**src/cpu_axi_pkg.sv**
```systemverilog
package cpu_axi_pkg;

   // core word and address width
   localparam int grlen = 32;

   // one strobe bit per byte lane
   localparam int strb_w = grlen / 8;

   // axi id width
   localparam int id_w = 4;

   // fixed ids per client
   // fetch and load/store never share an id
   localparam logic [id_w-1:0] ifu_id = id_w'(0);
   localparam logic [id_w-1:0] lsu_id = id_w'(1);

   // axi response codes
   // only okay is produced by the slave memory
   localparam logic [1:0] resp_okay = 2'b00;

   // kind of core request
   typedef enum logic [1:0] {
      op_fetch,
      op_load,
      op_store
   } cmd_op_e;

   // one granted request, arbiter to master
   typedef struct packed {
      cmd_op_e             op;
      logic [grlen-1:0]    addr;
      logic [grlen-1:0]    wdata;
      logic [strb_w-1:0]   wstrb;
   } bus_req_t;

   // read address channel payload
   typedef struct packed {
      logic [id_w-1:0]     id;
      logic [grlen-1:0]    addr;
   } axi_ar_t;

   // aw and w travel together, single beat only
   typedef struct packed {
      logic [grlen-1:0]    addr;
      logic [grlen-1:0]    data;
      logic [strb_w-1:0]   strb;
   } axi_wr_t;

   // read data beat
   typedef struct packed {
      logic [id_w-1:0]     id;
      logic [grlen-1:0]    data;
      logic [1:0]          resp;
      logic                last;
   } axi_r_t;

   // write response
   typedef struct packed {
      logic [id_w-1:0]     id;
      logic [1:0]          resp;
   } axi_b_t;

endpackage

```
**src/req_arbiter.sv**
```systemverilog
module req_arbiter (
   input  logic                                aclk,
   input  logic                                reset,
   input  logic                                inst_req,
   input  logic [cpu_axi_pkg::grlen-1:0]       inst_addr,
   input  logic                                inst_cancel,
   output logic                                inst_addr_ok,
   input  logic                                data_req,
   input  logic                                data_wr,
   input  logic [cpu_axi_pkg::grlen-1:0]       data_addr,
   input  logic [cpu_axi_pkg::grlen-1:0]       data_wdata,
   input  logic [cpu_axi_pkg::strb_w-1:0]      data_wstrb,
   output logic                                data_addr_ok,
   output cpu_axi_pkg::bus_req_t               rd_req,
   output logic                                rd_valid,
   input  logic                                rd_taken,
   output cpu_axi_pkg::bus_req_t               wr_req,
   output logic                                wr_valid,
   input  logic                                wr_taken,
   output logic                                rd_is_fetch,
   output logic                                fetch_cancelled,
   input  logic                                rd_done,
   input  logic                                wr_done
);

   // one read and one write in flight at most
   logic rd_busy;
   logic wr_busy;
   logic cancel_q;
   logic want_store;
   logic want_load;
   logic grant_store;
   logic grant_load;
   logic grant_fetch;
   logic grant_rd;
   logic cancel_now;

   // data port carries either a store or a load
   assign want_store = data_req & data_wr;
   assign want_load  = data_req & ~data_wr;

   // priority store, load, fetch
   // a store in this cycle also holds the fetch back
   assign grant_store = want_store & ~wr_busy;
   assign grant_load  = want_load & ~rd_busy;
   assign grant_fetch = inst_req & ~rd_busy & ~want_load & ~grant_store;
   assign grant_rd    = grant_load | grant_fetch;

   // addr_ok is the grant itself, same cycle
   assign inst_addr_ok = grant_fetch;
   assign data_addr_ok = grant_store | grant_load;

   // cancel only matters for an outstanding fetch
   assign cancel_now      = inst_cancel & rd_busy & rd_is_fetch;
   assign fetch_cancelled = cancel_q | cancel_now;

   always_ff @(posedge aclk) begin
      if (reset) begin
         rd_busy     <= 1'b0;
         wr_busy     <= 1'b0;
         rd_valid    <= 1'b0;
         wr_valid    <= 1'b0;
         rd_is_fetch <= 1'b0;
         cancel_q    <= 1'b0;
      end else begin
         // busy spans grant to response
         if (grant_rd) begin
            rd_busy <= 1'b1;
         end else if (rd_done) begin
            rd_busy <= 1'b0;
         end
         if (grant_store) begin
            wr_busy <= 1'b1;
         end else if (wr_done) begin
            wr_busy <= 1'b0;
         end
         // grant register, dropped once the master takes it
         if (grant_rd) begin
            rd_valid <= 1'b1;
         end else if (rd_taken) begin
            rd_valid <= 1'b0;
         end
         if (grant_store) begin
            wr_valid <= 1'b1;
         end else if (wr_taken) begin
            wr_valid <= 1'b0;
         end
         if (grant_rd) begin
            rd_is_fetch <= grant_fetch;
         end
         // sticky cancel until the read returns
         if (rd_done) begin
            cancel_q <= 1'b0;
         end else if (cancel_now) begin
            cancel_q <= 1'b1;
         end
      end
   end

   // granted payloads
   always_ff @(posedge aclk) begin
      if (grant_rd) begin
         rd_req.op    <= grant_fetch ? cpu_axi_pkg::op_fetch : cpu_axi_pkg::op_load;
         rd_req.addr  <= grant_fetch ? inst_addr : data_addr;
         rd_req.wdata <= '0;
         rd_req.wstrb <= '0;
      end
      if (grant_store) begin
         wr_req <= '{op: cpu_axi_pkg::op_store, addr: data_addr,
                     wdata: data_wdata, wstrb: data_wstrb};
      end
   end

   // no read completes while a read grant still waits for the master
   a_rd_single : assert property (@(posedge aclk) disable iff (reset)
      rd_valid |-> rd_busy && !rd_done);

endmodule

```
**config.mk**
```make
export PLATFORM = sky130hd
export DESIGN_NAME = req_arbiter
export DESIGN_NICKNAME = d
export VERILOG_FILES = /design/src/cpu_axi_pkg.sv /design/src/req_arbiter.sv
export SDC_FILE = /design/constraint.sdc
export NUM_CORES = 1
export LEC_CHECK = 0
export BUFFER_PORTS_ARGS = -buffer_cell sky130_fd_sc_hd__buf_4
export CORE_ASPECT_RATIO = 0.8
export CORE_MARGIN = 3
export CORE_UTILIZATION = 39
export CTS_BUF_LIST = sky130_fd_sc_hd__clkbuf_8 sky130_fd_sc_hd__clkbuf_16
export DETAILED_ROUTE_END_ITERATION = 10
export PLACE_DENSITY = 0.75
export SLEW_MARGIN = 20
export SYNTH_ARGS = -nofsm -noshare
export SYNTH_HDL_FRONTEND = slang
export SYNTH_SLANG_ARGS = --single-unit
```
**constraint.sdc**
```tcl
create_clock -name aclk -period 2.8 [get_ports aclk]
set_clock_uncertainty 0.15 [all_clocks]
set_input_delay 0 -clock aclk [delete_from_list [all_inputs] [get_ports aclk]]
set_output_delay 0 -clock aclk [all_outputs]
set_load 0.005 [all_outputs]
```
==> impl_metrics.yaml, run 1 <==
outcome:
  status: "completed"
routing:
  drt_first_pass_iters: 5
  met1Wirelength_um: 4140
  vias: 2940
  routed-wl-met2_um: 6020
  top_layer: "met4"
  drt_wl_total_um: 11500
  via_per_inst: 4.29
  drc: 0
  met3_length_um: 1070
  drtIter0Drc: 140
  ant_nets: 0
  wire_per_inst_um: 16.7
final_layout:
  drive_above_1_share_pct: 49.5
  synthToLayoutAreaGrowth_pct: 74.3
  final_nets: 655
  nFillCells: 616
  num_antenna_cells: 0
  layout.core_utilization_pct: 71.9
grt:
  grt_pass1_wl_um: 17400
  grt_pass1_vias: 3212
  grt_max_degree: 47
  grt_antenna_before_repair: 0
  overflow: 0
  track_usage_pct: 19.4
synth:
  ys_async_sr_fraction_pct: 0
  yosysMostFrequentCell: "edfxtp_1"
  synth_area_leaders: "edfxtp_1, mux2_4, buf_4, dfxtp_1, mux2_2"
  synth_common_cells: "edfxtp_1, buf_4, mux2_4"
  ys.flop_type: "edfxtp_1"
  synth_area_per_cell_um2: 19.8
  ys_types: 19
  syn-cell-area_mm2: 0.00411
  synth-edff-count: 101
  syn_inst: 208
  yosys.area.top_type: "edfxtp_1"
  synth_top_area_share_pct: 73.7
  ys_warn_count: 0
  synth_seq_cells: 107
  synth.yosys.seq_area_share_pct: 76.7
clock_tree:
  clock-sinks: 107
  tritoncts: "yes"
  post_cts_resized: 0
  htreeDepth: 3
  clk_pin_slew_worst_paths_ps: 70
  clockRootBuffer: "clkbuf_16"
  cts_buffer_depth: 2
  clkLatencyLatePin_ps: 340
  hold_buffers: 112
  cts_setup_buffers: 0
  cts_made_buffers: 9
placement:
  globalplace.congestion: 0.754
  portBuffers: 216
  dp_hpwl_um: 7750
critical_path:
  critPathLaunch: "wr_busy$_SDFFE_PP0P_"
  critPathMaxFanout: 3
  cpPeakStageDelay_ps: 600
  start_kind: "flip-flop"
  crit_chain: "nand2b_1 -> nand2_1 -> dlygate4sd3_1 -> a31oi_1 -> dlygate4sd3_1"
  arrival_ps: 2260
  cp_slowest_cell: "dlygate4sd3_1"
  cpMostUsedCell: "dlygate4sd3_1"
  cp-end-kind: "flip-flop"
  required_ps: 2940
  timing.rr.start: "wr_busy$_SDFFE_PP0P_"
  setup.worst_path.class: "reg2reg"
die:
  fp.dieH_um: 97.9
  io_pins: 256
  dieArea_mm2: 0.0118
  core_area_mm2: 0.00997
  die_x_um: 121
  fp-row-count: 32
  initial_utilization_pct: 41.3
timing:
  relSlewSlack_pct: 53.4
  timing.final.crit_share_pct: 75.8
  setup_viol: 0
  tightest_slew_ps: 699
  fmax_mhz: 471
  post-route-min-period_ps: 2120
  final.setup.tns_ps: 0
  rsz0062_at_grt: "no"
  maxSlewViolCount: 0
  finalHoldViolCount: 0
flow_run:
  max-cap-violations: 0
pwr:
  peakVddDrop_v: 0.000317
  pwr_density_cell_mw_per_mm2: 513
  p_leak_nw: 3.15
  totalPowerFinal_w: 0.00368
min_path:
  hp-class: "in2reg"
  hold_start: "data_req"
[placed cells by master, fill, tap and decap left out]
cell / netlist / layout
nand3_4: 1 / 1
buf_12: 0 / 1
inv_8: 0 / 2
a21bo_4: 1 / 1
inv_6: 0 / 1
mux2_2: 5 / 5
dlygate4sd3_1: 0 / 112
clkbuf_16: 0 / 9
clkinv_4: 0 / 2
nand2b_1: 5 / 5
inv_2: 0 / 1
o21ai_0: 1 / 1
or2_2: 1 / 1
dfxtp_1: 6 / 6
buf_4: 39 / 218
a31o_2: 1 / 1
clkinvlp_4: 0 / 1
nor3b_1: 1 / 1
conb_1: 2 / 39
a21o_1: 2 / 2
a31oi_1: 2 / 2
inv_1: 4 / 4
edfxtp_1: 101 / 101
mux2_4: 27 / 27
nand2_1: 1 / 1
a21oi_4: 0 / 1
a21oi_1: 5 / 4
[kinds of logic after synthesis]
group | count (synthesis) | synth area share (%)
DFF | 107 | 76.7
AOI/OAI and AO/OA | 12 | 2.01
buffers and inverters | 46 | 8.31
muxes | 32 | 11.2
other | 2 | 0.183
and+or+nand+nor | 9 | 1.61
[sequential cells by signal, indices dropped and copies added, names as in the netlist]
name,flops
wr_req,68
wr_busy,1
rd_is_fetch,1
wr_valid,1
cancel_q,1
rd_req,33
rd_valid,1
rd_busy,1
[worst max-delay path, delay by kind of cell (launching register included)]
family	cells	cell delay, ps
AO/OA/AOI/OAI	1	170
buffers and inverters	2	1150
flip-flops	1	360
AND/OR/NAND/NOR	2	240
[layer usage]
metal  vias up  track usage, %
li1       1372               -
met1      1388            20.9
met2       160            34.8
met3        20            7.35
met4         0            6.71
met5         -               0
[power by group]
group | switching (W) | leakage (nW) | internal [W] | total, W
Sequential | 0.0000321 | 0.998 | 0.00186 | 0.00190
Combinational | 0.000211 | 2.01 | 0.000374 | 0.000585
Clock | 0.000574 | 0.141 | 0.000619 | 0.00119
[final timing paths]
kind                                            endpoint  slack [ps]  cells past startpoint
worst min register to register  rd_is_fetch$_SDFFE_PP0P_         350                      2
worst max-delay path               rd_valid$_SDFFE_PP0P_         680                      5
worst max register to register     rd_valid$_SDFFE_PP0P_         680                      5
worst min-delay path            rd_is_fetch$_SDFFE_PP0P_          30                      4
[through the flow]
stage	std cells	area (um2)	hold WS (ps)	worst slack (ps)
after detailed placement	558	5760	29.7	824
after global placement	558	5760	28.4	877
final	686	7170	33.4	678
after floorplan	245	4250	-80.9	26.1
after CTS	686	7170	8.53	682
after global routing	686	7170	90.5	615
[layout make-up]
cell class | instances | area [um2] | area share [%]
clock buffers | 9 | 225 | 3.14
inverters | 4 | 15.0 | 0.209
flip-flops and latches | 107 | 3150 | 44.0
repair buffers | 331 | 2780 | 38.7
well taps | 136 | 170 | 2.37
multi-input cells | 92 | 768 | 10.7
clock inverters | 7 | 60.1 | 0.838
No activity file was read; power rests on OpenSTA's default activity.
==> run 2, diff against run 1 <==
- clock period: 2.8 -> 1.79 ns (I/O delays scaled with it)
==> impl_metrics.yaml, run 2 (same netlist as run 1, synthesis figures left out) <==
flow_run:
  max-cap-violations: 0
clock_tree:
  clockRootBuffer: "clkbuf_16"
  post_cts_resized: 0
  cts_made_buffers: 9
  htreeDepth: 3
  tritoncts: "yes"
  cts_buffer_depth: 2
  clock-sinks: 107
  clk_pin_slew_worst_paths_ps: 70
  clkLatencyLatePin_ps: 330
routing:
  vias: 3022
  drc: 0
  ant_nets: 0
  via_per_inst: 4.37
  drt_first_pass_iters: 4
  drt_wl_total_um: 12700
  wire_per_inst_um: 18.4
  drtIter0Drc: 230
final_layout:
  final_cell_mix: "buf_4, dlygate4sd3_1, edfxtp_1"
  drive_above_1_share_pct: 50.5
  reg.largest.list: "wr_req x68, rd_req x33"
  largest-register: "wr_req"
  synthToLayoutAreaGrowth_pct: 76.5
  final_nets: 660
  num_antenna_cells: 0
  layout_commonest_cell: "buf_4"
  largest_register_ffs: 68
  final_cell_count_no_fill: 691
pwr:
  pwr_density_cell_mw_per_mm2: 800
  peakVddDrop_v: 0.000702
  clockPowerShare_pct: 32.5
  switching_share_pct: 22.7
  p_leak_nw: 3.18
  comb_power_share_pct: 16.5
  p_switching_w: 0.00132
  seqPwrFrac_pct: 51.0
  p_int_w: 0.00449
critical_path:
  rrSetupSlack_ps: 140
  timing.rr.start: "rd_busy$_SDFFE_PP0P_"
  rr_endpoint: "cancel_q$_SDFFE_PP0P_"
  reg2reg_depth: 4
  cp-end-kind: "flip-flop"
  arrival_ps: 1780
  required_ps: 1910
  start_kind: "flip-flop"
  critPathMaxFanout: 6
  setup.worst_path.class: "reg2reg"
outcome:
  status: "completed"
placement:
  dp_slack_ps: 161
  dp_cells: 564
  globalplace.congestion: 0.778
  dp_hpwl_um: 7980
  portBuffers: 216
die:
  io_pins: 256
  initial_utilization_pct: 41.3
  die_x_um: 121
  core_area_mm2: 0.00997
  fp.dieH_um: 97.9
  dieArea_mm2: 0.0118
  fp-row-count: 32
timing:
  finalHoldViolCount: 0
  timing.final.crit_share_pct: 92.5
  post-route-min-period_ps: 1650
  rsz0062_at_grt: "no"
  fmax_mhz: 604
  maxSlewViolCount: 0
  setup_viol: 0
  setup_ws_ps: 135
grt:
  grt_max_degree: 33
  grt_pass1_wl_um: 18600
  track_usage_pct: 20.9
  grt_pass1_vias: 3284
  grt_antenna_before_repair: 0
  overflow: 0
min_path:
  hold_start: "data_wr"
  whs_path_depth: 4
  hp-class: "in2reg"
  hold_path_end: "rd_is_fetch$_SDFFE_PP0P_"
==> run 2: worst max path at each step <==
| stage | cells after the start | to | start | slack [ps] |
|---|---|---|---|---|
| after floorplan | 3 | wr_req[0]$_DFFE_PP_ | wr_busy$_SDFFE_PP0P_ | -280 |
| after CTS | 4 | rd_req[39]$_DFFE_PP_ | wr_busy$_SDFFE_PP0P_ | 160 |
| after global routing | 4 | cancel_q$_SDFFE_PP0P_ | rd_busy$_SDFFE_PP0P_ | 60 |
| final | 4 | cancel_q$_SDFFE_PP0P_ | rd_busy$_SDFFE_PP0P_ | 140 |
| after global placement | 4 | rd_req[36]$_DFFE_PP_ | wr_busy$_SDFFE_PP0P_ | 200 |
| after detailed placement | 4 | rd_req[39]$_DFFE_PP_ | wr_busy$_SDFFE_PP0P_ | 160 |
==> run 2: repair_timing <==
item,CTS,global route
hold endpoints to repair,106,0
setup buffers,0,0
hold buffers,111,0
==> run 2: per-layer routing <==
metal | up-vias | global-route usage (%) | part of all wire, %
met2 | 179 | 40.1 | 55
met3 | 14 | 7.76 | 9.7
li1 | 1382 | - | -
met1 | 1447 | 21.8 | 35
met4 | 0 | 4.36 | 1.1
met5 | - | 0 | 0
==> run 2: power groups by stage <==
stage	clock [W]	combinational, W	sequential [W]
2_1_floorplan	0	0.000289	0.00303
3_3_place_gp	0	0.000723	0.00301
4_1_cts	0.00192	0.000944	0.00296
5_1_grt	0.00204	0.00102	0.00298
3_5_place_dp	0	0.000740	0.00301
6_report	0.00189	0.000957	0.00296
==> run 2: final cells by class <==
class                   count  area, um2
flip-flops and latches    107       3150
fillers                   624       2710
well taps                 136        170
clock inverters             7       62.6
multi-input cells          92        778
clock buffers               9        225
inverters                   4       18.8
repair buffers            336       2850
==> run 2: through the flow <==
| stage | hold WS, ps | setup TNS (ps) | utilization [%] | power, W | cell area [um2] |
|---|---|---|---|---|---|
| finish | 110 | 0 | 72.8 | 0.00581 | 7260 |
| global route | 143 | 0 | 72.8 | 0.00604 | 7260 |
| CTS | 84.1 | 0 | 72.8 | 0.00582 | 7260 |
| detailed placement | 28.7 | 0 | 58.8 | 0.00375 | 5860 |
| global placement | 24.9 | 0 | 58.8 | 0.00373 | 5860 |
| floorplan | -88.3 | -18970 | - | 0.00332 | 4280 |
==> run 2: worst max-delay path, stage by stage, from the launching register on <==
cell	delay, ps
dfxtp_1	330
buf_4	150
a31o_2	160
nor3b_1	210
dlygate4sd3_1	590
