$ cat src/cpu_axi_pkg.sv
package cpu_axi_pkg;

   // core word and address width
   localparam int grlen = 32;

   // one strobe bit per byte lane
   localparam int strb_w = grlen / 8;

   // axi id width
   localparam int id_w = 4;

   // fixed ids per client
   // fetch and load/store never share an id
   localparam logic [id_w-1:0] ifu_id = id_w'(0);
   localparam logic [id_w-1:0] lsu_id = id_w'(1);

   // axi response codes
   // only okay is produced by the slave memory
   localparam logic [1:0] resp_okay = 2'b00;

   // kind of core request
   typedef enum logic [1:0] {
      op_fetch,
      op_load,
      op_store
   } cmd_op_e;

   // one granted request, arbiter to master
   typedef struct packed {
      cmd_op_e             op;
      logic [grlen-1:0]    addr;
      logic [grlen-1:0]    wdata;
      logic [strb_w-1:0]   wstrb;
   } bus_req_t;

   // read address channel payload
   typedef struct packed {
      logic [id_w-1:0]     id;
      logic [grlen-1:0]    addr;
   } axi_ar_t;

   // aw and w travel together, single beat only
   typedef struct packed {
      logic [grlen-1:0]    addr;
      logic [grlen-1:0]    data;
      logic [strb_w-1:0]   strb;
   } axi_wr_t;

   // read data beat
   typedef struct packed {
      logic [id_w-1:0]     id;
      logic [grlen-1:0]    data;
      logic [1:0]          resp;
      logic                last;
   } axi_r_t;

   // write response
   typedef struct packed {
      logic [id_w-1:0]     id;
      logic [1:0]          resp;
   } axi_b_t;

endpackage

$ cat src/resp_router.sv
module resp_router (
   input  cpu_axi_pkg::axi_r_t                 r,
   input  logic                                rvalid,
   output logic                                rready,
   input  cpu_axi_pkg::axi_b_t                 b,
   input  logic                                bvalid,
   output logic                                bready,
   input  logic                                rd_is_fetch,
   input  logic                                fetch_cancelled,
   output logic                                inst_valid,
   output logic [cpu_axi_pkg::grlen-1:0]       inst_rdata,
   output logic                                data_data_ok,
   output logic [cpu_axi_pkg::grlen-1:0]       data_rdata,
   output logic                                rd_done,
   output logic                                wr_done
);

   logic r_fire;
   logic b_fire;
   logic r_ok;
   logic b_ok;
   logic r_to_ifu;
   logic r_to_lsu;
   logic b_to_lsu;

   // responses are always accepted
   assign rready = 1'b1;
   assign bready = 1'b1;

   assign r_fire = rvalid & rready;
   assign b_fire = bvalid & bready;

   // only okay completes a request
   assign r_ok = (r.resp == cpu_axi_pkg::resp_okay);
   assign b_ok = (b.resp == cpu_axi_pkg::resp_okay);

   // steer by id, cross-checked with the kind of read in flight
   assign r_to_ifu = r_fire & r_ok & rd_is_fetch & (r.id == cpu_axi_pkg::ifu_id);
   assign r_to_lsu = r_fire & r_ok & ~rd_is_fetch & (r.id == cpu_axi_pkg::lsu_id);
   assign b_to_lsu = b_fire & b_ok & (b.id == cpu_axi_pkg::lsu_id);

   // cancelled fetch is swallowed here
   assign inst_valid = r_to_ifu & ~fetch_cancelled;

   // data lanes masked to their owner
   assign inst_rdata = r.data & {cpu_axi_pkg::grlen{rd_is_fetch}};
   assign data_rdata = r.data & {cpu_axi_pkg::grlen{~rd_is_fetch}};

   // load data or store ack, one pulse
   assign data_data_ok = r_to_lsu | b_to_lsu;

   // free busy on any last beat, also for a dropped fetch
   assign rd_done = r_fire & r.last;
   assign wr_done = b_fire;

endmodule
$ cat config.mk
export PLATFORM = sky130hd
export DESIGN_NAME = resp_router
export DESIGN_NICKNAME = d
export VERILOG_FILES = /design/src/cpu_axi_pkg.sv /design/src/resp_router.sv
export SDC_FILE = /design/constraint.sdc
export NUM_CORES = 1
export LEC_CHECK = 0
export BUFFER_PORTS_ARGS = -buffer_cell sky130_fd_sc_hd__buf_4
export CORE_ASPECT_RATIO = 1.2
export CORE_MARGIN = 5
export CORE_UTILIZATION = 22
export DETAILED_ROUTE_END_ITERATION = 6
export PLACE_DENSITY_LB_ADDON = 0.1
export SYNTH_ARGS = -nofsm -noshare
export SYNTH_HDL_FRONTEND = slang
export SYNTH_SLANG_ARGS = --single-unit
export TNS_END_PERCENT = 10
$ cat constraint.sdc
create_clock -name vclk -period 0.8
set_clock_uncertainty 0.15 [all_clocks]
set_input_delay 0.12 -clock vclk [all_inputs]
set_output_delay 0.12 -clock vclk [all_outputs]
set_load 0.01 [all_outputs]
==> summary.txt, run 1 <==
Status
  – Status: finished with violations
  – Violated checks: negative setup slack

Floorplanning
  – # rows: 19
  – Die Y: 63.9 um
  – IO Pins: 119
  – Core area: 2310 um^2
  – Initial Util: 23.1%
  – Die Span X: 54.9 um
  – Die Footprint: 3500 um^2

Cells and area
  – Clock buf count: 0
  – Ant. Diodes: 0
  – Finished Core Util: 81.9%
  – P&R area growth vs syn: 255%
  – FFs & Latches: 0
  – Final net count: 255
  – Share of layout cells above drive strength 1: 82.8%
  – Reg area: 0 um^2

Route
  – DR iter-0 viols: 16
  – DRC viols: 0
  – Routed vias: 1010
  – Vias per Instance: 4.30
  – Routed WL: 3440 um
  – Final ANT Viol Nets: 0
  – TritonRoute pass-1 iters: 3
  – Routed wire per std cell: 14.6 um

STA
  – Final setup margin: -446 ps
  – Fin. Hold Viols: 0
  – Tcrit/Tclk final: 156%
  – Unrepaired setup endpoints after global routing: true
  – Max-slew violations: 0
  – Final Critical Period: 1250 ps
  – Final TNS setup: -6520 ps
  – Fmax: 802 MHz
  – WHS: 285 ps
  – # setup viols final: 65

Worst setup path
  – Worst setup EP type: output port
  – CP Launch Type: input pin
  – Worst Path Class, Setup: input pin to output port
  – WP data required: 530 ps
  – Worst-path fanout max: 2
  – CP arrival: 980 ps

Global route
  – Grt total ovfl: 0
  – Vias in the first global route: 1018
  – Initial antenna violation count: 0
  – All-Layer GR Usage: 16.0%
  – Largest net degree at the start of global routing: 16
  – First-pass GRT wire length: 4370 um

Logic synthesis
  – Yosys top cell by area: and2_1
  – Sequential-to-total area share from yosys stat: 0%
  – Synth top area share: 38.8%
  – Syn Std Cell Area: 532 um^2
  – Yosys warning count: 0
  – Synthesized area per cell: 6.26 um^2
  – Synth top area cells: and2_1, nor2b_1, nor4b_2
  – Yosys cell types: 13
  – Mapped Cells: 85

Worst hold path
  – Hold Crit Class: input pin to output port
  – Hold Crit Endpoint: wr_done
  – Critical hold path startpoint: bvalid
  – Worst hold path depth: 2

Place
  – Post-DP HPWL: 2480 um
  – Pre-CTS setup slack: -470 ps
  – Count of port buffers added during placement: 117
  – Final GP Congestion: 0.699

Pwr
  – Static leakage: 0.00100 uW
  – Pwr/cell area: 548 nW/um^2
  – Total power: 1030 uW
  – Peak supply drop: 0.358 mV

Flow run
  – MaxCap Viol Count: 0
where the power goes:
part / switching (uW) / total, uW / internal (uW)
Sequential: 0 / 0 / 0
Combinational: 370 / 1030 / 664
Clock: 0 / 0 / 0
Total: 370 / 1030 / 664
metal layers:
metal / share of wire, % / global-route usage (%) / vias up
li1: - / - / 492
met2: 59 / 35.7 / 65
met1: 30 / 14.2 / 453
met5: 0 / 0 / -
met3: 11 / 2.56 / 0
met4: 0 / 0 / 0
repair_timing:
item	in CTS	in global routing
endpoints found under the setup margin	66	65
buffers inserted	0	1
gates cloned	3	1
pin swaps	1	2
hold buffers	0	0
resized for setup	48	38
cell type report:
cell class                 instances  area [um^2]
timing repair buffer             128         1200
multi-input combinational         76          646
tap                               31         38.8
fill                             140          418
cell families (layout without fill, tap and decap cells):
kind of cell / count (synthesis) / count (layout) / synth area share, %
other: 1 / 2 / 0.705
buffers and inverters: 10 / 128 / 10.4
AND/OR/NAND/NOR: 73 / 73 / 88.0
AO/OA/AOI/OAI: 1 / 1 / 0.940
stage by stage:
| stage | instances | cell area, um^2 |
|---|---|---|
| after CTS | 233 | 1710 |
| after global routing | 235 | 1890 |
| after floorplan | 86 | 574 |
| after detailed placement | 230 | 1470 |
| after global placement | 230 | 1470 |
| final | 235 | 1890 |
worst max-delay path by stage:
stage | from | end | cells past startpoint
after floorplan | r[2] | inst_valid | 3
final | r[2] | inst_valid | 5
after CTS | r[2] | inst_valid | 5
after global placement | r[2] | inst_valid | 5
after global routing | r[2] | inst_valid | 5
after detailed placement | r[2] | inst_valid | 5
critical path, cell delays in order:
cell and delay (ps):
buf_6 90, nor4b_4 270, nand2_2 110, nor4b_4 220
buf_4 170
Yosys cell counts:
cell	n
nor2b_1	32
clkbuf_1	2
o21ai_1	1
buf_4	3
nand3_1	1
nand2b_1	1
buf_2	5
and2_1	33
nand2_1	1
nor2_1	2
nor4b_2	2
conb_1	1
nor4b_1	1
layout by cell type (no fill, tap or decap):
| master | instances |
|---|---|
| and2_1 | 13 |
| and2_4 | 20 |
| buf_12 | 3 |
| buf_16 | 3 |
| buf_4 | 87 |
| buf_6 | 34 |
| clkbuf_16 | 1 |
| conb_1 | 2 |
| nand2_2 | 1 |
| nand2b_1 | 1 |
| nand3_1 | 1 |
| nor2_1 | 2 |
| nor2b_1 | 16 |
| nor2b_2 | 7 |
| nor2b_4 | 9 |
| nor4b_2 | 1 |
| nor4b_4 | 2 |
| o21ai_2 | 1 |
(Power assumes the default switching activity.)
==> run 2, diff against run 1 <==
- clock period: 0.8 -> 1 ns (I/O delays scaled with it)
==> run 2 against run 1 <==
The flow still finishes with violations (negative setup slack). Critical endpoint unchanged. Die area did not move. Utilization decreased by 10 points. Setup slack better by 150 ps. Design area fell by 12%.
==> summary.txt, run 2 (same netlist as run 1, synthesis figures left out) <==
Cells and area
  – Commonest non-fill, non-tap cell in the layout: buf_4
  – Reg area: 0 um^2 (unchanged)
  – Clock buf count: 0 (unchanged)
  – Final net count: 250 (-2.0%)
  – Final instance area: 1660 um^2 (-12%)
  – Finished Core Util: 71.8% (-10 points)
  – Ant. Diodes: 0 (unchanged)
  – Most frequent cells in the layout: buf_4, and2_1, nor2b_1, buf_6, nor2b_2
  – FFs & Latches: 0 (unchanged)
  – Share of layout cells above drive strength 1: 70.9% (-12 points)
  – P&R area growth vs syn: 212%

Worst setup path
  – CP Launch Type: input pin
  – Worst Path Class, Setup: input pin to output port
  – Worst setup EP type: output port
  – WP data required: 700 ps (+170 ps)
  – Worst-path fanout max: 2 (unchanged)
  – CP arrival: 990 ps (about the same)

Worst hold path
  – Critical hold path startpoint: bvalid
  – Worst hold path depth: 2 (unchanged)
  – Hold Crit Class: input pin to output port
  – Hold Crit Endpoint: wr_done

Place
  – Final GP Congestion: 0.694 (-0.79%)
  – Count of port buffers added during placement: 117 (unchanged)
  – Post-DP HPWL: 2400 um (-3.1%)
  – Pre-CTS setup slack: -352 ps (+118 ps)
  – Area post-placement: 1460 um^2 (-0.51%)

Global route
  – First-pass GRT wire length: 3750 um (-14%)
  – Initial antenna violation count: 0 (unchanged)
  – Met3 Usage GRT: 3.72% (+1.2 points)
  – Vias in the first global route: 852 (-16%)
  – Grt total ovfl: 0 (unchanged)
  – GRT busiest layer: met2
  – All-Layer GR Usage: 13.5% (-2.6 points)
  – Met2 Use GR: 28.0% (-7.7 points)
  – Largest net degree at the start of global routing: 15 (-1)
  – Met1 Use GR: 12.8% (-1.4 points)

Route
  – Routed WL: 2910 um (-16%)
  – DR iter-0 viols: 14 (-2)
  – Final ANT Viol Nets: 0 (unchanged)
  – TritonRoute pass-1 iters: 4 (+1)
  – Routed wire per std cell: 12.6 um (-14%)
  – DRC viols: 0 (unchanged)
  – Vias per Instance: 4.24 (-1.3%)
  – Routed vias: 976 (-3.4%)

Status
  – Violated checks: negative setup slack
  – Status: finished with violations

Floorplanning
  – Die Y: 63.9 um (unchanged)
  – IO Pins: 119 (unchanged)
  – # rows: 19 (unchanged)
  – Core area: 2310 um^2 (unchanged)
  – Die Footprint: 3500 um^2 (unchanged)
  – Initial Util: 23.1% (unchanged)
  – Die Span X: 54.9 um (unchanged)

Clock tree
  – # hold bufs at CTS: 0 (unchanged)
  – Post-CTS Setup Inserts: 0 (unchanged)

Pwr
  – Total power: 706 uW (-32%)
  – Peak supply drop: 0.264 mV (-26%)
  – Pwr/cell area: 426 nW/um^2 (-22%)
  – Static leakage: 0.000881 uW (-12%)

STA
  – # setup viols final: 2 (-97%)
  – Final Critical Period: 1290 ps
  – Tcrit/Tclk final: 129%
  – Final setup margin: -293 ps (+153 ps)
  – Max-slew violations: 0 (unchanged)
  – Final TNS setup: -490 ps (+6030 ps)
  – Fmax: 773 MHz
  – Unrepaired setup endpoints after global routing: true
  – Fin. Hold Viols: 0 (unchanged)

Flow run
  – MaxCap Viol Count: 0 (unchanged)
-- run 2: cell types whose count changed in the layout (fill, tap and decap cells not counted), sizes merged --
cell    previous run  this run
buf              127       123
clkbuf             1         0
-- run 2: cell type report --
class / count / area (um^2)
Timing Repair Buffer: 123 / 1060
Tap cell: 31 / 38.8
Fill cell: 167 / 649
Multi-Input combinational cell: 76 / 557
-- run 2: layer usage --
layer | part of all wire (%) | wire (um)
met1 | 31 | 887
met2 | 54 | 1570
met3 | 16 | 452
met4 | 0 | 0
met5 | 0 | 0
-- run 2: worst max-delay path by stage --
stage,from,endpoint,slack (ps),cells past startpoint
finish,r[2],inst_valid,-290,5
global route,r[2],inst_valid,-360,5
CTS,r[1],inst_valid,-340,5
detailed placement,r[2],inst_valid,-350,5
global placement,r[2],inst_valid,-330,5
floorplan,r[2],inst_valid,-80,3
-- run 2: repair_timing --
action                     4_1_cts  5_1_grt
gates resized for setup          9       29
setup endpoints to repair       48       46
pin swaps                        4        3
cloned                           2        0
-- run 2: report_power, final --
part	internal [uW]	switching [uW]
clock	0	0
combinational	444	262
sequential	0	0
-- run 2: critical path, stage by stage --
cell and delay, ps:
buf_6 90, nor4b_4 270, nand2_2 110, nor4b_4 210, buf_4 160
-- run 2: stage by stage --
step	cells	hold slack, ps
2_1_floorplan	86	176
3_3_place_gp	228	339
3_5_place_dp	228	342
4_1_cts	230	342
5_1_grt	230	356
6_report	230	342
==> run 3, diff against run 2 <==
- PLACE_DENSITY: not set -> 0.78
- PLACE_DENSITY_LB_ADDON: 0.1 -> not set
==> run 3 against run 2 <==
The flow still finishes with violations (negative setup slack). Combinational power down 3.3%. Routed wire length rose by 0.69%. Cell count grew 0.43%. Clock-buffer cell count is the same. Critical endpoint unchanged. Largest cell class unchanged. Largest power group unchanged.
==> summary.txt, run 3 (same netlist as run 1, synthesis figures left out) <==
Global route
  – Grt total ovfl: 0 (unchanged)
  – First-pass GRT wire length: 4000 um (+6.6%)
  – All-Layer GR Usage: 14.2% (+0.77 points)
  – Vias in the first global route: 927 (+8.8%)
  – Largest net degree at the start of global routing: 18 (+3)
  – Initial antenna violation count: 0 (unchanged)

Worst setup path
  – Worst Path Class, Setup: input pin to output port
  – Worst-path fanout max: 2 (unchanged)
  – Worst setup EP type: output port
  – CP Launch Type: input pin
  – WP data required: 700 ps (about the same)
  – CP arrival: 1040 ps (+50 ps)

Cells and area
  – Final instance area: 1620 um^2 (-2.1%)
  – Share of layout cells above drive strength 1: 68.0% (-2.9 points)
  – Clock buf count: 0 (unchanged)
  – FFs & Latches: 0 (unchanged)
  – Commonest non-fill, non-tap cell in the layout: buf_4
  – Final net count: 251 (+0.40%)
  – Reg area: 0 um^2 (unchanged)
  – Cell Count, Final, Fillers Out: 231 (+0.43%)
  – Most frequent cells in the layout: buf_4, and2_1, nor2b_1, nor2b_2, buf_6
  – Ant. Diodes: 0 (unchanged)
  – P&R area growth vs syn: 205%

Pwr
  – Pwr/cell area: 421 nW/um^2 (-1.2%)
  – Static leakage: 0.000869 uW (-1.4%)
  – Peak supply drop: 0.273 mV (+3.1%)

STA
  – Final Critical Period: 1340 ps (+45.7 ps)
  – WHS: 339 ps (-2.72 ps)
  – Unrepaired setup endpoints after global routing: true
  – Fmax: 747 MHz (-3.4%)
  – Tcrit/Tclk final: 134% (+4.6 points)
  – Fin. Hold Viols: 0 (unchanged)
  – Max-slew violations: 0 (unchanged)
  – # setup viols final: 5 (+3)
  – Final setup margin: -339 ps (-45.7 ps)

Place
  – Final GP Congestion: 0.700 (+0.87%)
  – Pre-CTS setup slack: -364 ps (-12.0 ps)
  – Count of port buffers added during placement: 117 (unchanged)
  – Area post-placement: 1450 um^2 (-0.51%)
  – Placed insts: 227 (-0.44%)
  – Post-DP HPWL: 2430 um (+1.1%)

Floorplanning
  – Core area: 2310 um^2 (unchanged)
  – # rows: 19 (unchanged)
  – IO Pins: 119 (unchanged)
  – Die Footprint: 3500 um^2 (unchanged)
  – Die Span X: 54.9 um (unchanged)
  – Die Y: 63.9 um (unchanged)
  – Initial Util: 23.1% (unchanged)

Clock tree
  – # hold bufs at CTS: 0 (unchanged)

Flow run
  – MaxCap Viol Count: 0 (unchanged)

Route
  – Routed wire per std cell: 12.7 um (+0.25%)
  – Routed WL: 2930 um (+0.69%)
  – Vias per Instance: 4.20 (-1.0%)
  – DRC viols: 0 (unchanged)
  – TritonRoute pass-1 iters: 4 (unchanged)
  – DR iter-0 viols: 3 (-11)
  – Final ANT Viol Nets: 0 (unchanged)
  – Routed vias: 970 (-0.61%)

Status
  – Status: finished with violations
  – Violated checks: negative setup slack

Worst hold path
  – Hold Crit Class: input pin to output port
-- run 3: cell count changes in the layout (fill, tap and decap cells not counted), sizes merged --
cell / previous run / this run
clkbuf: 0 / 1
-- run 3: repair_timing --
action	in CTS	in global routing
gates resized for setup	8	15
buffers inserted	0	1
endpoints found under the setup margin	56	44
pin swaps	1	2
cloned	2	1
-- run 3: critical path, cell delays in order --
cell and delay, ps:
buf_6 90, nor4b_4 260, nand2_2 120, nor4b_4 250
buf_4 160
-- run 3: area by class of cell --
class / count / area (um^2)
fill: 188 / 684
timing repair buffer: 124 / 1040
multi-input combinational: 76 / 538
tap: 31 / 38.8
-- run 3: path summary, 6_finish.rpt --
path	cells after the start	slack, ps	endpoint	from
setup / recovery	5	-340	inst_valid	r[2]
hold / removal	2	340	wr_done	bvalid
-- run 3: layer usage --
layer  GRT usage, %  part of all wire (%)
met1           14.3                    32
met2           29.9                    55
met3           2.09                    13
met4              0                     0
met5              0                     0
-- run 3: through the flow --
stage / utilization (%) / TNS [ps] / total power, uW
3_5_place_dp: 63.0 / -3480 / 617
6_report: 70.3 / -640 / 683
2_1_floorplan: - / -120 / 227
4_1_cts: 66.4 / -589 / 657
5_1_grt: 70.3 / -1280 / 736
3_3_place_gp: 63.0 / -2790 / 605
-- run 3: report_power, final --
part	internal, uW	switching, uW	leakage (uW)
registers	0	0	0
logic	426	257	0.000869
clock network	0	0	0
