[src/cpu_axi_pkg.sv]
package cpu_axi_pkg;

   // core word and address width
   localparam int grlen = 32;

   // one strobe bit per byte lane
   localparam int strb_w = grlen / 8;

   // axi id width
   localparam int id_w = 4;

   // fixed ids per client
   // fetch and load/store never share an id
   localparam logic [id_w-1:0] ifu_id = id_w'(0);
   localparam logic [id_w-1:0] lsu_id = id_w'(1);

   // axi response codes
   // only okay is produced by the slave memory
   localparam logic [1:0] resp_okay = 2'b00;

   // kind of core request
   typedef enum logic [1:0] {
      op_fetch,
      op_load,
      op_store
   } cmd_op_e;

   // one granted request, arbiter to master
   typedef struct packed {
      cmd_op_e             op;
      logic [grlen-1:0]    addr;
      logic [grlen-1:0]    wdata;
      logic [strb_w-1:0]   wstrb;
   } bus_req_t;

   // read address channel payload
   typedef struct packed {
      logic [id_w-1:0]     id;
      logic [grlen-1:0]    addr;
   } axi_ar_t;

   // aw and w travel together, single beat only
   typedef struct packed {
      logic [grlen-1:0]    addr;
      logic [grlen-1:0]    data;
      logic [strb_w-1:0]   strb;
   } axi_wr_t;

   // read data beat
   typedef struct packed {
      logic [id_w-1:0]     id;
      logic [grlen-1:0]    data;
      logic [1:0]          resp;
      logic                last;
   } axi_r_t;

   // write response
   typedef struct packed {
      logic [id_w-1:0]     id;
      logic [1:0]          resp;
   } axi_b_t;

endpackage

[src/axi_master.sv]
module axi_master (
   input  logic                       aclk,
   input  logic                       reset,
   input  cpu_axi_pkg::bus_req_t      rd_req,
   input  logic                       rd_valid,
   output logic                       rd_taken,
   input  cpu_axi_pkg::bus_req_t      wr_req,
   input  logic                       wr_valid,
   output logic                       wr_taken,
   output cpu_axi_pkg::axi_ar_t       ar,
   output logic                       arvalid,
   input  logic                       arready,
   output cpu_axi_pkg::axi_wr_t       aw,
   output logic                       awvalid,
   input  logic                       awready,
   output logic                       wvalid,
   input  logic                       wready
);

   // every transfer is one beat of 4 bytes
   // len, size and burst stay fixed, so only addr, id and data move

   logic                                ar_fire;
   logic                                aw_fire;
   logic                                w_fire;
   logic                                wr_active;
   logic                                wr_start;
   logic                                aw_done;
   logic                                w_done;
   logic [cpu_axi_pkg::id_w-1:0]        rd_id;

   assign ar_fire = arvalid & arready;
   assign aw_fire = awvalid & awready;
   assign w_fire  = wvalid & wready;

   // read grant is taken as soon as the ar slot is free
   assign rd_taken = rd_valid & ~arvalid;

   // id follows the client that asked
   assign rd_id = (rd_req.op == cpu_axi_pkg::op_fetch) ? cpu_axi_pkg::ifu_id
                                                       : cpu_axi_pkg::lsu_id;

   // write starts once, then waits for both aw and w
   assign wr_start = wr_valid & ~wr_active;
   assign aw_done  = ~awvalid | awready;
   assign w_done   = ~wvalid | wready;
   assign wr_taken = wr_active & aw_done & w_done;

   // arvalid: set on take, clear on arready
   always_ff @(posedge aclk) begin
      if (reset) begin
         arvalid <= 1'b0;
      end else if (rd_taken) begin
         arvalid <= 1'b1;
      end else if (ar_fire) begin
         arvalid <= 1'b0;
      end
   end

   // ar payload, word aligned
   always_ff @(posedge aclk) begin
      if (rd_taken) begin
         ar.id   <= rd_id;
         ar.addr <= {rd_req.addr[cpu_axi_pkg::grlen-1:2], 2'b00};
      end
   end

   // aw and w valids clear independently
   always_ff @(posedge aclk) begin
      if (reset) begin
         wr_active <= 1'b0;
         awvalid   <= 1'b0;
         wvalid    <= 1'b0;
      end else if (wr_start) begin
         wr_active <= 1'b1;
         awvalid   <= 1'b1;
         wvalid    <= 1'b1;
      end else begin
         if (aw_fire) begin
            awvalid <= 1'b0;
         end
         if (w_fire) begin
            wvalid <= 1'b0;
         end
         // both channels done, release the grant
         if (wr_taken) begin
            wr_active <= 1'b0;
         end
      end
   end

   // aw/w payload held for the whole transfer
   always_ff @(posedge aclk) begin
      if (wr_start) begin
         aw.addr <= {wr_req.addr[cpu_axi_pkg::grlen-1:2], 2'b00};
         aw.data <= wr_req.wdata;
         aw.strb <= wr_req.wstrb;
      end
   end

   // ar held steady under back-pressure
   a_ar_hold : assert property (@(posedge aclk) disable iff (reset)
      arvalid && !arready |=> arvalid && $stable(ar));

endmodule

[config.mk]
export PLATFORM = sky130hd
export DESIGN_NAME = axi_master
export DESIGN_NICKNAME = d
export VERILOG_FILES = /design/src/cpu_axi_pkg.sv /design/src/axi_master.sv
export SDC_FILE = /design/constraint.sdc
export NUM_CORES = 1
export LEC_CHECK = 0
export ABC_CLOCK_PERIOD_IN_PS = 3100
export BUFFER_PORTS_ARGS = -buffer_cell sky130_fd_sc_hd__buf_4
export CELL_PAD_IN_SITES_DETAIL_PLACEMENT = 1
export CELL_PAD_IN_SITES_GLOBAL_PLACEMENT = 1
export CORE_MARGIN = 3
export CORE_UTILIZATION = 29
export DETAILED_ROUTE_END_ITERATION = 16
export GPL_ROUTABILITY_DRIVEN = 0
export GPL_TIMING_DRIVEN = 0
export PLACE_DENSITY_LB_ADDON = 0.1
export SYNTH_ARGS = -nofsm -noshare
export SYNTH_HDL_FRONTEND = slang
export SYNTH_SLANG_ARGS = --single-unit
[constraint.sdc]
create_clock -name aclk -period 3.1 [get_ports aclk]
set_input_delay 0.31 -clock aclk [delete_from_list [all_inputs] [get_ports aclk]]
set_output_delay 0.31 -clock aclk [all_outputs]
set_load 0.02 [all_outputs]
==> run metrics, run 1 <==
CP max stage delay a little under 0.7 ns; Cell variety after synth 14; leak pwr 2.18 nW; Post-Synth XOR/XNOR Area 0%; vias after detailed routing 1978; clock share of power ~30%; post-route cell area about 5000 sq um; setup tns final 0 ns; Critical Path Sink Type output pin; die footprint 12100 sq um; peak supply drop ~0.00022 V; initial drt markers slightly above 80; Max Buffers Root-to-Sink 2; sequential share of power between 50% and 60%; main combinational cell family by area after synthesis simple AND/OR/NAND/NOR gates; clk slew on worst S/H paths about 0.1 ns; number of global-route vias before repair 2071; GR Overflow Total 0; Initial Util approximately 30%; DP Area ~5000 sq um; Setup Skew 0.0103 ns; filler cell count 1052; commonest non-fill, non-tap cell in the layout buf_4; Net Sw Frac 22.8%; CP Class reg -> out; Num CTS Buffers 9; Resize count post-CTS 0; CP max FO 32; Worst-Margin Slew between 0.8 and 0.9 ns; PwrDens between 500 and 600 nW/um^2; # hold bufs at CTS 0; Worst-Skew Late Latency around 0.34 ns; max-slew violation count 0; DP Cell Count 471; Peak Freq around 0.5 GHz; # port buffers 206; Post-Synth Adder-Cell Area 0%; Pint around 2.2 mW; Post-CTS Setup Bufs 0; setup repair after global routing missed its margin no; post-DP HPWL 6400 microns; # rows 37; worst hold path type in -> reg; total power 2.91 mW; Worst Hold Slack about 0.13 ns; Mapped Area approximately 3100 sq um; first-pass GRT wire length ~11000 microns; number of diodes 0; final WL 8010 microns; run status finished clean; CP Buf/Inv Count 1; Syn Area/Cell 25.8 sq um; Root Driver clkbuf_8; num ports between 200 and 300; CP top delay family simple AND/OR/NAND/NOR gates; Antenna Nets Post-Route 0; max_slew headroom around 43%; compound-gate portion of the synthesized area approximately 1.0%; chip height about 110 microns; Final Hold Fails 0; drt wl/cell 16.5 microns; post-synth top area share between 90% and 100%; CTS sink count just over 100; Seq cells post-synth between 100 and 150; drt drc 0; minimum clock period between 1.5 and 2 ns; GRT Util Overall 12.3%; largest area contributor in the netlist edfxtp_1; synth-to-layout area growth 62.8%; die width 110 microns; Via density a little over 4; multi-input logic area around 130 sq um; fin crit share 64.2%; Sw Pwr approximately 660 uW; WP data arrival 1.68 ns; detailed-router iteration count before antenna repair 4; commonest non-fill, non-tap cells in the layout 213 x buf_4, 97 x edfxtp_1, 9 x clkbuf_8; initial antenna violation count 0; CTS tree built; CP required 2.79 ns; Gate power share between 10% and 20%; simple-gate portion of the synthesized area approximately 1.9%; fraction of layout cells with a size suffix above 1 66.6%; Finished Layout Cells between 400 and 500; setup ws final ~1.1 ns; largest net degree at the start of global routing 45; post-synthesis mux area share 0%; # nets final about 490; crit path cell chain nor2b_4, buf_4; htree depth 3; Synth Warn # 0; Setup violations, final 0; Mapped Cells 122; dpl ws 1.39 ns; core area ~10000 sq um; final core occ a little under 50%; sequential area share after synthesis a little over nine tenths; CP max stage cell nor2b_4; Setup crit start kind register; synth top area cells edfxtp_1 93%, dfxtp_1 2.5%, buf_4 1.7%; Reg area 2990 sq um; max_cap viols 0
-- synthesized netlist by cell type (all sizes together) --
cell type,n
nor2b,1
conb,1
edfxtp,97
a211oi,1
and3,1
or2,1
buf,7
nand2b,3
inv,1
a311oi,1
a21oi,2
dfxtp,4
nor2,2
-- worst register-to-register path, delay by kind of cell (launching register included) --
family        cells  cell delay [ns]
buf+inv           2             0.70
flops             1             0.35
simple gates      1             0.19
-- power groups by stage --
stage | combinational (mW) | sequential [mW] | clock, mW
floorplan | 0.0533 | 1.76 | 0
global placement | 0.399 | 1.66 | 0
detailed placement | 0.409 | 1.66 | 0
CTS | 0.409 | 1.63 | 0.921
global route | 0.429 | 1.63 | 0.969
finish | 0.402 | 1.62 | 0.884
-- cell type report --
| type | count | area share [%] |
|---|---|---|
| Buffer | 7 | 1.03 |
| Clock inverter | 6 | 1.69 |
| Timing Repair Buffer | 207 | 30.6 |
| Clock buffer | 9 | 2.42 |
| Multi-Input combinational cell | 19 | 2.47 |
| Inverter | 1 | 0.0733 |
| Tap cell | 136 | 3.32 |
| Sequential cell | 101 | 58.4 |
-- worst paths after layout --
path / from / endpoint / slack (ns) / cells past startpoint
worst min-delay path: wr_req[21] / aw[21] / 0.13 / 1
worst max-delay path: arvalid / rd_taken / 1.11 / 2
worst max register to register: wr_active / aw[5] / 1.51 / 3
worst min register to register: wr_active / wr_active / 0.53 / 1
-- registers in the layout, summed over array words and instances (netlist names) --
name       cells
ar            31
arvalid        1
aw            66
awvalid        1
wr_active      1
wvalid         1
-- layer usage --
layer	vias to the layer above	global-route usage, %	share of wire [%]
met2	141	21.0	50
met3	6	6.93	17
met4	0	4.49	0.94
met1	924	12.6	32
li1	907	-	-
met5	-	0	0
-- logic make-up (layout without fill, tap and decap cells) --
logic type | Yosys count | count (layout)
AO/OA/AOI/OAI | 4 | 4
other | 1 | 7
AND/OR/NAND/NOR | 8 | 8
buffers and inverters | 8 | 230
flip-flops | 101 | 101
Power figures use the tool's default switching activity.
==> run 2: changes to the inputs <==
- ABC_AREA: default -> 1
- ABC_CLOCK_PERIOD_IN_PS: 3100 -> 1870
- clock period: 3.1 -> 1.87 ns (I/O delays scaled with it)
==> run 2 against run 1 <==
Against the previous run: clock power is 55% higher; combinational power is 120% higher; core utilization is 9.6 points higher; via count is 23% higher; clock skew hardly changed; sequential share of layout area is 9.5 points lower; flip-flop and latch count stayed put; register-to-register slack worse by 1.3 ns; non-clock buffer count is 103 higher; first-iteration DRC count is 2.5% higher; power is 69% higher; critical path type is now reg -> reg; critical endpoint is now aw[35].
==> run metrics, run 2 <==
run status finished clean; Worst-Skew Late Latency 0.36 ns (+0.02 ns); Final Hold Fails 0 (unchanged); post-synth top area share 92.6% (about the same); synth-to-layout area growth 94.4%; post-synthesis mux area share 0% (unchanged); Post-synth top flop edfxtp_1; Post-synth EDFFs 97 (unchanged); Peak Freq just under 0.6 GHz; initial antenna violation count 0 (unchanged); ys async rst share 0% (unchanged); die footprint 12100 sq um (about the same); largest net degree at the start of global routing 34 (-24%); Reg with most FFs aw; Num CTS Buffers 9 (unchanged); chip height 110 microns (about the same); Setup Skew 0.0103 ns (+0.0000445 ns); drt wl/cell 17.8 microns (+7.7%); total power 4.93 mW (+69%); CP Class reg -> reg; number of diodes 0 (unchanged); Mapped Area 3150 sq um (about the same); multi-input logic area 90.1 sq um (-29%); Initial Util 30.2% (about the same); worst hold path type in -> reg; Antenna Nets Post-Route 0 (unchanged); vias after detailed routing 2427 (+23%); Syn Area/Cell 24.0 sq um (-6.8%); max_cap viols 0 (unchanged); clk slew on worst S/H paths 0.09 ns (about the same); Setup crit start kind register; drt drc 0 (unchanged); setup repair after global routing missed its margin no; fraction of layout cells with a size suffix above 1 52.6% (-14 points); filler cell count 1025 (-2.6%); CTS sink count 101 (unchanged); R2R Setup Slk 0.18 ns (-1.33 ns); CTS tree built; Critical Path Sink Type register; core area 10400 sq um (unchanged); leak pwr 2.61 nW (+20%); WP data arrival 1.56 ns (-0.12 ns); Post-Synth XOR/XNOR Area 0% (unchanged); CP max stage delay 0.61 ns (-0.08 ns); PwrDens 806 nW/um^2 (+42%); max_slew headroom 51.0% (+8.0 points); GRT Util Overall 16.6% (+4.3 points); CP required 1.74 ns (-1.05 ns); post-DP HPWL 6010 microns (-6.0%); main combinational cell family by area after synthesis buffers and inverters; setup tns final 0 ns (unchanged); simple-gate portion of the synthesized area 1.55% (-0.36 points); detailed-router iteration count before antenna repair 4 (unchanged); Via density 4.05 (-0.61%); Post-Synth Adder-Cell Area 0% (unchanged); final WL 10700 microns (+33%); crit path cell chain inv_1, nand2_2, clkinvlp_4; peak supply drop 0.000339 V (+54%); sequential area share after synthesis 95.1% (about the same); Root Driver clkbuf_8; CP max stage cell clkinvlp_4; Max Buffers Root-to-Sink 2 (unchanged); fin crit share roughly nine tenths; # nets final 607 (+23%); initial drt markers 83 (+2.5%); Reg area 2990 sq um (unchanged); Cell variety after synth 12 (-2); number of global-route vias before repair 2697 (+30%); Largest regs aw: 66 flops, ar: 31 flops; Mapped Cells 131 (+7.4%); Setup violations, final 0 (unchanged); most common cell in the netlist edfxtp_1; # rows 37 (unchanged); commonest non-fill, non-tap cells in the layout 221 x buf_4, 97 x edfxtp_1, 96 x dlygate4sd3_1; Synth Warn # 0 (unchanged); GR Overflow Total 0 (unchanged); CP max FO 33 (+3.1%); CP Buf/Inv Count 2 (+1); setup ws final 0.177 ns (-0.931 ns); DP Cell Count 479 (+1.7%); Worst Hold Slack 0.0252 ns (-0.109 ns); Worst-Margin Slew 0.734 ns (-0.119 ns); Largest register FFs 66 (unchanged); compound-gate portion of the synthesized area 0.477% (-0.56 points); dpl ws -0.470 ns (-1.86 ns); num ports 256 (unchanged); CP top delay family buffers and inverters; Seq cells post-synth 101 (unchanged); synth top area cells edfxtp_1 93%, dfxtp_1 2.5%, buf_4 1.7%; htree depth 3 (unchanged); Finished Layout Cells 600 (+23%); minimum clock period 1.69 ns; # port buffers 206 (unchanged); largest area contributor in the netlist edfxtp_1; top cells by count, synth 97 x edfxtp_1, 9 x inv_1, 7 x buf_4, 4 x dfxtp_1, 4 x nand2_1; max-slew violation count 0 (unchanged); die width 110 microns (about the same); commonest non-fill, non-tap cell in the layout buf_4; first-pass GRT wire length 14800 microns (+36%)
run 2: kinds of logic after synthesis:
family	count (synthesis)
DFF	101
and+or+nand+nor	10
other	1
buffers and inverters	16
AOI/OAI and AO/OA	3
run 2: cell type report:
class	instances	area share, %
multi-input cells	20	1.47
well taps	136	2.78
inverters	9	0.675
flip-flops and latches	101	48.9
repair inverters	2	0.245
plain buffers	7	0.859
clock buffers	9	2.02
clock inverters	6	1.06
repair buffers	310	42.0
run 2: layer usage:
| layer | routed length [microns] | share of wire [%] | global-route usage [%] |
|---|---|---|---|
| met5 | 0 | 0 | 0 |
| met4 | 162 | 1.5 | 5.63 |
| met3 | 1340 | 13 | 7.57 |
| met2 | 5560 | 52 | 29.5 |
| met1 | 3590 | 34 | 17.3 |
run 2: repair_timing:
action | CTS | global route
pin swaps | 0 | 0
gates cloned | 2 | 0
hold buffers | 96 | 0
resized for setup | 2 | 1
setup buffers | 0 | 8
setup endpoints to repair | 67 | 17
hold endpoints to repair | 96 | 0
run 2: power by group:
part           switching (mW)  leakage, nW  internal (mW)
logic                   0.411         1.56          0.460
clock network           0.753       0.0950          0.613
registers              0.0436        0.963           2.65
total                    1.21         2.61           3.72
run 2: path summary, 6_finish.rpt:
check / from / depth (start not counted) / end
worst min-delay path: reset / 2 / awvalid
worst min register to register: wvalid / 2 / wvalid
worst max register to register: wr_active / 3 / aw[35]
worst max-delay path: wr_active / 3 / aw[35]
run 2: metrics by stage:
stage	utilization (%)	instance area, sq um
after floorplan	-	3170
after global placement	46.9	4890
after detailed placement	46.9	4890
after CTS	58.1	6060
after global routing	58.7	6120
final	58.7	6120
==> run 3: changes to the inputs <==
- PLACE_DENSITY: default -> 0.83
- PLACE_DENSITY_LB_ADDON: 0.1 -> default
==> run 3 against run 2 <==
Against the previous run: clock power shrank 5%; sequential power is essentially flat; critical path depth is the same; power shrank 1.3%; sequential share of layout area grew 0.38 points; routed wire length grew 5.5%; clock skew shrank 0.0061 ns; worst setup slack gained 0.062 ns; maximum frequency grew 3.8%; design area shrank 0.78%; critical path type unchanged.
==> run metrics, run 3 (synthesized netlist as in run 2, its figures left out) <==
run status finished clean; initial drt markers 61 (-27%); Worst-Margin Slew 0.696 ns (-0.0373 ns); # rows 37 (unchanged); Largest regs aw: 66 flops, ar: 31 flops; CP max stage delay 0.59 ns (-0.02 ns); multi-input logic area 90.1 sq um (unchanged); filler cell count 973 (-5.1%); drt wl/cell 18.8 microns (+6.2%); max_slew headroom 53.5% (+2.5 points); commonest non-fill, non-tap cell in the layout buf_4; die width 110 microns (unchanged); Largest register FFs 66 (unchanged); Final Hold Fails 0 (unchanged); minimum clock period 1.63 ns (-0.0620 ns); crit path cell chain inv_1, nand2_2, clkinvlp_4; worst hold path type in -> reg; WP data arrival 1.53 ns (-0.03 ns); Critical Path Sink Type register; final core occ 58.3% (-0.46 points); CP Buf/Inv Count 2 (unchanged); Reg area 2990 sq um (unchanged); max_cap viols 0 (unchanged); Peak Freq 0.613 GHz (+3.8%); Setup crit start kind register; chip height 110 microns (unchanged); Initial Util 30.2% (unchanged); Reg with most FFs aw; vias after detailed routing 2459 (+1.3%); detailed-router iteration count before antenna repair 6 (+2); number of global-route vias before repair 2761 (+2.4%); Max Buffers Root-to-Sink 2 (unchanged); Worst-Skew Late Latency 0.36 ns (about the same); htree depth 3 (unchanged); Net Sw Frac 26.0% (+1.5 points); core area 10400 sq um (unchanged); Root Driver clkbuf_8; Pint 3.60 mW (-3.2%); peak supply drop 0.000326 V (-3.6%); CTS sink count 101 (unchanged); # port buffers 206 (unchanged); commonest non-fill, non-tap cells in the layout 214 x buf_4, 97 x edfxtp_1, 97 x dlygate4sd3_1; CP max stage cell clkinvlp_4; GR Overflow Total 0 (unchanged); post-DP HPWL 6740 microns (+12%); setup repair after global routing missed its margin no; Gate power share 17.7% (about the same); CP Class reg -> reg; leak pwr 2.58 nW (-1.4%); synth-to-layout area growth 92.9%; CP required 1.77 ns (+0.03 ns); sequential share of power 55.5% (+0.9 points); max-slew violation count 0 (unchanged); first-pass GRT wire length 15800 microns (+6.9%); GRT Util Overall 18.1% (+1.5 points); setup ws final 0.239 ns (+0.0620 ns); largest net degree at the start of global routing 34 (unchanged); final WL 11200 microns (+5.5%); Num CTS Buffers 9 (unchanged); initial antenna violation count 1 (+1); Via density 4.13 (+2.0%); # nets final 601 (-0.99%); die footprint 12100 sq um (unchanged); Antenna Nets Post-Route 0 (unchanged); CTS tree built; fin crit share 87.2% (-3.3 points); CP max FO 33 (unchanged); clk slew on worst S/H paths 0.10 ns (about the same); PwrDens 802 nW/um^2 (-0.53%); CP top delay family buffers and inverters; Sw Pwr 1.26 mW (+4.6%); Setup violations, final 0 (unchanged); total power 4.87 mW (-1.3%); Setup Skew 0.00422 ns (-0.00611 ns); clock share of power 26.8% (-0.9 points); num ports 256 (unchanged); fraction of layout cells with a size suffix above 1 51.9% (-0.73 points); dpl ws -0.399 ns (+0.0710 ns); drt drc 0 (unchanged)
run 3: changes by cell type in the layout (fill, tap and decap cells not counted):
cell / delta
buf_4: -7
inv_6: +2
bufinv_16: -1
clkinv_2: -1
clkinv_4: -1
clkinvlp_4: +1
diode_2: +1
dlygate4sd3_1: +1
inv_8: +1
run 3: stage by stage:
stage	std cells	setup TNS (ns)	hold slack [ns]	cell area (sq um)
final	596	0	0.0639	6070
after global routing	596	0	0.0659	6070
after CTS	594	0	0.000555	6060
after detailed placement	479	-26.05	0.366	4890
after global placement	479	-21.80	0.365	4890
after floorplan	137	0	0.256	3170
run 3: worst min-delay path, cell delays in order:
cell     delay, ns
buf_4         0.07
inv_1         0.03
nand2_1       0.04
a21oi_1       0.05
run 3: worst paths after layout:
check            start  slack (ns)  endpoint  cells past startpoint
max          wr_active        0.24    aw[43]                      3
min            arready        0.06   arvalid                      4
max reg2reg  wr_active        0.24    aw[43]                      3
min reg2reg    arvalid        0.49   arvalid                      2
run 3: cell type report:
cell class              instances  area share, %
diodes                          1         0.0412
plain buffers                   7          0.866
clock buffers                   9           2.04
clock inverters                 7          0.948
inverters                       9          0.680
multi-input cells              20           1.48
flip-flops and latches        101           49.3
well taps                     136           2.80
repair buffers                304           41.6
repair inverters                2          0.247
run 3: repair_timing:
item / 4_1_cts / 5_1_grt
endpoints found under the hold margin: 98 / 1
setup endpoints to repair: 67 / 16
hold buffers: 96 / 1
pin swaps: 0 / 0
setup buffers: 1 / 0
resized for setup: 2 / 1
gates cloned: 2 / 0
run 3: power by group through the flow:
stage | sequential [mW] | combinational (mW) | clock (mW)
6_report | 2.70 | 0.863 | 1.30
5_1_grt | 2.72 | 0.920 | 1.45
4_1_cts | 2.70 | 0.851 | 1.34
3_5_place_dp | 2.76 | 0.673 | 0
3_3_place_gp | 2.74 | 0.656 | 0
2_1_floorplan | 2.92 | 0.0896 | 0
run 3: metal layers:
layer	GRT usage, %	up-vias	routed length, microns
met1	17.8	1155	3820
met4	6.86	0	210
met3	7.57	15	1380
met2	33.5	166	5820
li1	-	1123	-
met5	0	-	0
